===== config.mk =====
export PLATFORM = sky130hd
export DESIGN_NAME = icache_top
export DESIGN_NICKNAME = d
export VERILOG_FILES = /design/src/source/icache_pkg.sv /design/src/source/mem_rd_pkg.sv /design/src/source/icache_ctrl.sv /design/src/source/icache_line_store.sv /design/src/source/icache_perf.sv /design/src/source/icache_top.sv
export SDC_FILE = /design/constraint.sdc
export NUM_CORES = 1
export LEC_CHECK = 0
export BUFFER_PORTS_ARGS = -buffer_cell sky130_fd_sc_hd__buf_4
export CORE_MARGIN = 2
export CORE_UTILIZATION = 56
export DETAILED_ROUTE_END_ITERATION = 12
export HOLD_SLACK_MARGIN = 0.1
export MAX_ROUTING_LAYER = met4
export PLACE_DENSITY = 0.72
export SETUP_SLACK_MARGIN = 0.2
export SLEW_MARGIN = 20
export SYNTH_ARGS = -nofsm -noshare
export SYNTH_HDL_FRONTEND = slang
export SYNTH_SLANG_ARGS = --single-unit

===== constraint.sdc =====
create_clock -name clk -period 5.7 [get_ports clk]
set_input_delay 1.14 -clock clk [delete_from_list [all_inputs] [get_ports clk]]
set_output_delay 1.14 -clock clk [all_outputs]
set_load 0.005 [all_outputs]

===== src/source/icache_pkg.sv =====
package icache_pkg;

  // default cache geometry
  localparam int offset_w_def = 4; // 16 byte lines, four words
  localparam int index_w_def  = 2; // four lines

  // fetches at or above this top nibble go through the cache
  localparam logic [3:0] cacheable_base_nibble = 4'h3; // below is on-chip sram

  typedef enum logic [2:0] {
    idle        = 3'd0,
    lookup_resp = 3'd1, // hit word straight from the line store
    burst_req   = 3'd2,
    refill      = 3'd3,
    bypass_req  = 3'd4,
    bypass_wait = 3'd5,
    resp        = 3'd6  // registered word after memory access
  } ctrl_state_e;

  typedef logic [31:0] perf_cnt_t;

endpackage


===== src/source/mem_rd_pkg.sv =====
package mem_rd_pkg;

  localparam int mem_data_w = 64;

  // axi burst encodings, fixed bursts are never issued
  typedef enum logic [1:0] {
    incr = 2'b01,
    wrap = 2'b10
  } burst_kind_e;

  typedef logic [7:0] mem_len_t; // beats minus one

  // word with address bit 2 set travels in the upper lane
  typedef logic [mem_data_w-1:0] mem_data_t;

endpackage


===== src/source/icache_ctrl.sv =====
module icache_ctrl
  import icache_pkg::*;
  import mem_rd_pkg::*;
#(
  parameter int offset_w = offset_w_def,
  parameter int index_w  = index_w_def
) (
  input  logic                         clk,
  input  logic                         rstn,
  input  logic                         flush,
  input  logic                         ifu_arvalid,
  output logic                         ifu_arready,
  input  logic [31:0]                  ifu_araddr,
  output logic                         ifu_rvalid,
  input  logic                         ifu_rready,
  output logic [31:0]                  ifu_rdata,
  output logic                         mem_arvalid,
  input  logic                         mem_arready,
  output logic [31:0]                  mem_araddr,
  output mem_len_t                     mem_arlen,
  output burst_kind_e                  mem_arburst,
  input  logic                         mem_rvalid,
  input  mem_data_t                    mem_rdata,
  input  logic                         mem_rlast,
  output logic [31:0]                  lookup_addr,
  input  logic                         hit,
  input  logic [31:0]                  rd_word,
  output logic                         flush_all,
  output logic                         wr_en,
  output logic [index_w-1:0]           wr_index,
  output logic [offset_w-3:0]          wr_word_sel,
  output logic [31:0]                  wr_word,
  output logic                         tag_wr_en,
  output logic [31-offset_w-index_w:0] wr_tag,
  output logic                         ev_hit,
  output logic                         ev_miss,
  output logic                         ev_bypass
);

  localparam int word_w = offset_w - 2;
  localparam int words  = 1 << word_w;

  ctrl_state_e state_q, state_d;

  logic [31:0]       addr_q;
  logic [word_w-1:0] ptr_q;     // wrapping word pointer
  mem_len_t          beat_cnt_q;
  mem_len_t          len_q;     // beats issued, minus one
  logic [31:0]       rdata_q;
  logic              bypass_q;
  logic              flush_pend_q;

  logic        accept;
  logic        cacheable;
  logic        beat;
  logic [31:0] lane_word;

  assign accept    = ifu_arvalid && ifu_arready;
  assign cacheable = ifu_araddr[31:28] >= cacheable_base_nibble;
  assign beat      = mem_rvalid && (state_q == refill || state_q == bypass_wait);
  assign lane_word = ptr_q[0] ? mem_rdata[63:32] : mem_rdata[31:0]; // lane by addr bit 2

  assign ifu_arready = (state_q == idle);
  assign ifu_rvalid  = (state_q == lookup_resp) || (state_q == resp);
  assign ifu_rdata   = (state_q == lookup_resp) ? rd_word : rdata_q;
  assign lookup_addr = (state_q == idle) ? ifu_araddr : addr_q;

  assign mem_arvalid = (state_q == burst_req) || (state_q == bypass_req);
  assign mem_araddr  = addr_q;
  assign mem_arlen   = (state_q == burst_req) ? mem_len_t'(words - 1) : '0;
  assign mem_arburst = (state_q == burst_req) ? wrap : incr;

  assign flush_all   = (state_q == idle) && !accept && (flush || flush_pend_q);
  assign wr_en       = (state_q == refill) && mem_rvalid;
  assign wr_index    = addr_q[offset_w+index_w-1:offset_w];
  assign wr_word_sel = ptr_q;
  assign wr_word     = lane_word;
  assign tag_wr_en   = wr_en && mem_rlast; // line complete
  assign wr_tag      = addr_q[31:offset_w+index_w];

  assign ev_hit    = (state_q == lookup_resp) && ifu_rready;
  assign ev_miss   = (state_q == resp) && ifu_rready && !bypass_q;
  assign ev_bypass = (state_q == resp) && ifu_rready && bypass_q;

  always_comb begin
    state_d = state_q;
    case (state_q)
      idle: begin
        if (accept) begin
          if (!cacheable)
            state_d = bypass_req;
          else if (hit)
            state_d = lookup_resp;
          else
            state_d = burst_req;
        end
      end
      lookup_resp: if (ifu_rready) state_d = idle;
      burst_req:   if (mem_arready) state_d = refill;
      refill:      if (mem_rvalid && mem_rlast) state_d = resp;
      bypass_req:  if (mem_arready) state_d = bypass_wait;
      bypass_wait: if (mem_rvalid) state_d = resp; // single beat
      resp:        if (ifu_rready) state_d = idle;
      default:     state_d = idle;
    endcase
  end

  always_ff @(posedge clk) begin
    if (!rstn) begin
      state_q      <= idle;
      flush_pend_q <= 1'b0;
      bypass_q     <= 1'b0;
      beat_cnt_q   <= '0;
    end else begin
      state_q <= state_d;
      if (flush_all)
        flush_pend_q <= 1'b0;
      else if (flush)
        flush_pend_q <= 1'b1; // wait for a free idle cycle
      if (accept) begin
        bypass_q   <= !cacheable;
        beat_cnt_q <= '0;
      end else if (beat) begin
        beat_cnt_q <= beat_cnt_q + 1'b1;
      end
    end
  end

  always_ff @(posedge clk) begin
    if (accept) begin
      addr_q <= {ifu_araddr[31:2], 2'b00};
      ptr_q  <= ifu_araddr[offset_w-1:2];
    end else if (wr_en) begin
      ptr_q <= ptr_q + 1'b1; // wraps inside the line
    end
    if (mem_arvalid && mem_arready)
      len_q <= mem_arlen;
    if (beat && (state_q == bypass_wait || beat_cnt_q == '0))
      rdata_q <= lane_word; // critical word comes first
  end

  a_resp_hold: assert property (
    @(posedge clk) disable iff (!rstn)
    ifu_rvalid && !ifu_rready |=> ifu_rvalid && $stable(ifu_rdata)
  ) else $error("fetch response dropped or changed before rready");

  a_rvalid_expected: assert property (
    @(posedge clk) disable iff (!rstn)
    mem_rvalid |-> (state_q == refill || state_q == bypass_wait)
  ) else $error("memory beat with no burst outstanding");

  a_rlast_count: assert property (
    @(posedge clk) disable iff (!rstn)
    beat |-> (mem_rlast == (beat_cnt_q == len_q))
  ) else $error("rlast does not match issued burst length");

endmodule


===== src/source/icache_line_store.sv =====
module icache_line_store
  import icache_pkg::*;
#(
  parameter int offset_w = offset_w_def,
  parameter int index_w  = index_w_def
) (
  input  logic                         clk,
  input  logic                         rstn,
  input  logic                         flush_all,
  input  logic [31:0]                  lookup_addr,
  input  logic                         wr_en,
  input  logic [index_w-1:0]           wr_index,
  input  logic [offset_w-3:0]          wr_word_sel,
  input  logic [31:0]                  wr_word,
  input  logic                         tag_wr_en,
  input  logic [31-offset_w-index_w:0] wr_tag,
  output logic                         hit,
  output logic [31:0]                  rd_word
);

  localparam int tag_w  = 32 - offset_w - index_w;
  localparam int word_w = offset_w - 2;
  localparam int lines  = 1 << index_w;
  localparam int words  = 1 << word_w;

  logic [lines-1:0]  valid_q;
  logic [tag_w-1:0]  tag_q  [lines];
  logic [31:0]       data_q [lines][words];

  logic [index_w-1:0] lk_index;
  logic [tag_w-1:0]   lk_tag;
  logic [word_w-1:0]  lk_word;

  assign lk_index = lookup_addr[offset_w+index_w-1:offset_w];
  assign lk_tag   = lookup_addr[31:offset_w+index_w];
  assign lk_word  = lookup_addr[offset_w-1:2];

  assign hit     = valid_q[lk_index] && (tag_q[lk_index] == lk_tag);
  assign rd_word = data_q[lk_index][lk_word];

  always_ff @(posedge clk) begin
    if (!rstn) begin
      valid_q <= '0;
    end else if (flush_all) begin
      valid_q <= '0; // wins over a tag write
    end else if (tag_wr_en) begin
      valid_q[wr_index] <= 1'b1;
    end
  end

  always_ff @(posedge clk) begin
    if (tag_wr_en) begin
      tag_q[wr_index] <= wr_tag;
    end
    if (wr_en) begin
      data_q[wr_index][wr_word_sel] <= wr_word; // one word per beat
    end
  end

  // flush is only taken while the controller sits idle, refill never overlaps
  a_no_flush_during_write: assert property (
    @(posedge clk) disable iff (!rstn) !(wr_en && flush_all)
  ) else $error("line store written during flush");

endmodule


===== src/source/icache_perf.sv =====
module icache_perf
  import icache_pkg::*;
(
  input  logic      clk,
  input  logic      rstn,
  input  logic      ev_hit,
  input  logic      ev_miss,
  input  logic      ev_bypass,
  output perf_cnt_t perf_hit,
  output perf_cnt_t perf_miss,
  output perf_cnt_t perf_bypass
);

  // holds at all ones instead of wrapping
  function automatic perf_cnt_t sat_inc(perf_cnt_t cnt, logic ev);
    if (ev && (cnt != '1))
      return cnt + 1'b1;
    return cnt;
  endfunction

  always_ff @(posedge clk) begin
    if (!rstn) begin
      perf_hit    <= '0;
      perf_miss   <= '0;
      perf_bypass <= '0;
    end else begin
      perf_hit    <= sat_inc(perf_hit, ev_hit);
      perf_miss   <= sat_inc(perf_miss, ev_miss);
      perf_bypass <= sat_inc(perf_bypass, ev_bypass);
    end
  end

  // only one response can complete per cycle
  a_one_event: assert property (
    @(posedge clk) disable iff (!rstn) $onehot0({ev_hit, ev_miss, ev_bypass})
  ) else $error("more than one perf event in a cycle");

endmodule


===== src/source/icache_top.sv =====
module icache_top
  import icache_pkg::*;
  import mem_rd_pkg::*;
#(
  parameter int offset_w = offset_w_def,
  parameter int index_w  = index_w_def
) (
  input  logic        clk,
  input  logic        rstn,
  input  logic        flush,
  input  logic        ifu_arvalid,
  output logic        ifu_arready,
  input  logic [31:0] ifu_araddr,
  output logic        ifu_rvalid,
  input  logic        ifu_rready,
  output logic [31:0] ifu_rdata,
  output logic        mem_arvalid,
  input  logic        mem_arready,
  output logic [31:0] mem_araddr,
  output mem_len_t    mem_arlen,
  output burst_kind_e mem_arburst,
  input  logic        mem_rvalid,
  input  mem_data_t   mem_rdata,
  input  logic        mem_rlast,
  output perf_cnt_t   perf_hit,
  output perf_cnt_t   perf_miss,
  output perf_cnt_t   perf_bypass
);

  logic [31:0]                  lookup_addr;
  logic                         hit;
  logic [31:0]                  rd_word;
  logic                         flush_all;
  logic                         wr_en;
  logic [index_w-1:0]           wr_index;
  logic [offset_w-3:0]          wr_word_sel;
  logic [31:0]                  wr_word;
  logic                         tag_wr_en;
  logic [31-offset_w-index_w:0] wr_tag;
  logic                         ev_hit;
  logic                         ev_miss;
  logic                         ev_bypass;

  icache_ctrl #(
    .offset_w (offset_w),
    .index_w  (index_w)
  ) u_ctrl (
    .clk, .rstn, .flush,
    .ifu_arvalid, .ifu_arready, .ifu_araddr,
    .ifu_rvalid, .ifu_rready, .ifu_rdata,
    .mem_arvalid, .mem_arready, .mem_araddr, .mem_arlen, .mem_arburst,
    .mem_rvalid, .mem_rdata, .mem_rlast,
    .lookup_addr, .hit, .rd_word, .flush_all,
    .wr_en, .wr_index, .wr_word_sel, .wr_word, .tag_wr_en, .wr_tag,
    .ev_hit, .ev_miss, .ev_bypass
  );

  icache_line_store #(
    .offset_w (offset_w),
    .index_w  (index_w)
  ) u_line_store (
    .clk, .rstn, .flush_all, .lookup_addr,
    .wr_en, .wr_index, .wr_word_sel, .wr_word, .tag_wr_en, .wr_tag,
    .hit, .rd_word
  );

  icache_perf u_perf (
    .clk, .rstn, .ev_hit, .ev_miss, .ev_bypass,
    .perf_hit, .perf_miss, .perf_bypass
  );

endmodule


==> results by group <==
Outcome
  – Outcome: finished, final reports clean

Worst setup path
  – R2R cell count: 10
  – Worst path required time: approximately 4600 ps
  – CP Launch Type: flip-flop
  – Worst setup path start: u_ctrl.state_q[1]
  – Setup CP Type: reg2out
  – Worst setup EP type: primary output
  – Setup crit end: ifu_rdata[15]
  – Crit path max fanout: 60
  – R2r setup slk: between 1000 and 1500 ps
  – Reg2reg end: u_ctrl.state_q[0]
  – RR Startpoint: u_ctrl.state_q[2]
  – Arr. time, crit path: ~4000 ps

STA
  – Final hold viol count: 0
  – Setup violators final: 0
  – Slew of the pin with the lowest slew margin: around 1100 ps
  – Max Slew Vio Count: 0
  – FMAX: slightly below 0.2 GHz
  – Setup tns final: 0 ps
  – Final hold slack: roughly 470 ps
  – Min Clock Period, post-route: roughly 5100 ps
  – Max_slew headroom: between 20% and 30%
  – RSZ-0062 raised after global routing: no
  – Period utilisation layout: roughly 90%
  – Worst Skew: between 10 and 15 ps

Clock network
  – TritonCTS clock tree: done
  – Longest Clk Path Bufs: 3
  – Worst skew pair latency: 630 ps
  – Worst-path clk slew: approximately 60 ps
  – Post CTS Setup Buffer Count: 0
  – CTS Buf Count: between 70 and 80
  – Post-CTS Hold Buffers: 0
  – Root buffer cell: clkbuf_16
  – Clk sinks: 793
  – H-Tree Depth: 3
  – Number of gates resized after cts: 0

Yosys
  – Number of flops mapped to enable cells by yosys: 680
  – Mean area per synthesized cell: 15.2 µm²
  – Synth warn: 0
  – Seq/Total Area, Yosys: 69.0%
  – Fraction of registers with async set/reset: 0%
  – Distinct cells, synth: 74
  – Prevailing post-synth register cell: edfxtp_1
  – Synth Instances: between 2,000 and 2,500
  – Flops & latches, synth: between 700 and 800
  – Post-Syn Area: between 30,000 and 40,000 µm²

Route
  – Remaining design rule violation count: 0
  – Post-DR vias/cell: 6.04
  – WL/cell: around 23 µm
  – DR vias: about 20,000
  – Detail Route Antenna Nets: 0
  – 1st-iter DRT viols: approximately 2,200
  – Post-Route WL: 77.4 mm
  – DR pass1 iterations: 6

Cells and area
  – Layout area overhead: 17.2%
  – Most common cell after layout, fill and taps aside: edfxtp_1
  – Post-Layout Cell Count: between 3,000 and 4,000
  – Most frequent cells in the layout: 680 x edfxtp_1, 320 x buf_4, 281 x nand2_1
  – Multi-input logic area: between 9000 and 10,000 µm²
  – Fraction of layout cells with a size suffix above 1: 25.9%
  – Fill count: 3,988
  – Nets: ~2,600
  – Final instance area: 38,500 µm²
  – Register Area: around 23,000 µm²

Die
  – CORE AREA: about 58,000 µm²
  – Initial core utilization: between 50 and 60%
  – Die height: approximately 250 µm
  – Rows: 88
  – Chip Width: ~250 µm
  – # IOs: about 280
  – Die Area: 60,600 µm²

Placed design
  – Hpwl dp: ~47 mm
  – Placed Area: around 36,000 µm²
  – PortBufs: between 200 and 300
  – Placer Congestion: 0.903
  – Placed cells: 3,152

Power and ir drop
  – Total power: between 15 and 20 mW
  – Worst vdd ir: roughly 0.31 mV
  – Leakage: about 13 nW
  – PwrDens: approximately 450 nW/µm²

Global route
  – Largest net degree at the start of global routing: 61
  – M2 GR Usage: 42.0%
  – Vias in the first global route: approximately 20,000
  – Most Crowded Layer GR: met2
  – Grt total ovfl: 0
  – Total GRT Usage: 26.6%
  – First-pass GRT wire length: about 120 mm
  – Met3 Usage GRT: ~4.1%
  – Initial antenna violation count: 1
  – Met1 track demand over resource: a little over a third

Worst hold path
  – Hold Path Class: reg2reg

Flow run
  – Max cap viols: 0
[final cells by class]
class / instances / area share (%)
Antenna cell: 1 / 0.00650
Clock buffer: 101 / 5.49
Clock inverter: 42 / 1.07
Inverter: 27 / 0.263
Multi-Input combinational cell: 1242 / 25.3
Sequential cell: 793 / 58.9
Tap cell: 765 / 2.49
Timing Repair Buffer: 325 / 6.50
[worst max-delay path, cell delays in order, from the launching register on]
cell	delay, ps
dfxtp_1	460
o31ai_4	860
nand2_8	510
buf_4	390
mux4_2	310
nand2_1	100
nand2_1	50
o21ai_0	330
o21ai_0	140
buf_4	150
[worst min-delay path by stage]
stage | cells past startpoint | slack [ps] | endpoint | startpoint
2_1_floorplan | 2 | 430 | u_line_store.valid_q[0] | u_line_store.valid_q[0]
3_3_place_gp | 2 | 450 | u_line_store.valid_q[3] | u_line_store.valid_q[3]
3_5_place_dp | 2 | 450 | u_line_store.valid_q[3] | u_line_store.valid_q[3]
4_1_cts | 2 | 470 | u_line_store.valid_q[3] | u_line_store.valid_q[3]
5_1_grt | 2 | 490 | u_line_store.valid_q[3] | u_line_store.valid_q[3]
6_report | 2 | 470 | u_line_store.valid_q[3] | u_line_store.valid_q[3]
[layer usage]
layer | share of wire, % | wire length [µm]
met1 | 41 | 31600
met2 | 49 | 37800
met3 | 8.0 | 6160
met4 | 2.3 | 1820
met5 | 0 | 0
[per-stage QoR]
step	setup WS (ps)	util (%)
floorplan	1100	-
global placement	648	62.2
detailed placement	666	62.2
CTS	607	66.6
global route	404	66.6
finish	572	66.6
[cell usage after synthesis (29+ instances only)]
| cell type | n | area [µm²] |
|---|---|---|
| nor2_1 | 142 | 533 |
| buf_2 | 38 | 190 |
| clkbuf_1 | 52 | 195 |
| mux2_2 | 46 | 518 |
| o21ai_0 | 93 | 465 |
| nand3_1 | 90 | 450 |
| and3_1 | 29 | 181 |
| nand2_1 | 282 | 1060 |
| dfxtp_1 | 113 | 2260 |
| mux4_2 | 129 | 2910 |
| xnor2_1 | 45 | 394 |
| edfxtp_1 | 680 | 20400 |
| xor2_1 | 57 | 499 |
| nor3_1 | 29 | 145 |
| mux2i_1 | 60 | 601 |
[flip-flops by register name, indices dropped and copies added (netlist names)]
| register | count |
|---|---|
| u_ctrl.rdata_q | 32 |
| u_ctrl.bypass_q | 1 |
| u_perf.perf_bypass | 32 |
| u_ctrl.mem_araddr | 30 |
| u_ctrl.wr_word_sel | 2 |
| u_ctrl.flush_pend_q | 1 |
| u_line_store.tag_q | 104 |
| u_line_store.valid_q | 4 |
| u_perf.perf_miss | 32 |
| u_line_store.data_q | 512 |
| u_ctrl.beat_cnt_q | 8 |
| u_ctrl.state_q | 3 |
| u_perf.perf_hit | 32 |
[cell families (layout without fill, tap and decap cells)]
family / count (synthesis) / after routing / synth area share, %
DFF: 793 / 793 / 69.0
and+or+nand+nor: 684 / 684 / 9.62
muxes: 235 / 235 / 12.2
AOI/OAI and AO/OA: 204 / 204 / 3.96
buffers and inverters: 140 / 495 / 2.06
xor gates and xnor gates: 102 / 102 / 2.72
adders and majority gates: 9 / 9 / 0.343
other: 1 / 9 / 0.0114
[power breakdown]
| part | switching [mW] | internal, mW |
|---|---|---|
| Sequential | 0.146 | 6.73 |
| Clock | 2.17 | 2.91 |
| Combinational | 3.13 | 2.36 |
Power figures use the tool's default switching activity.
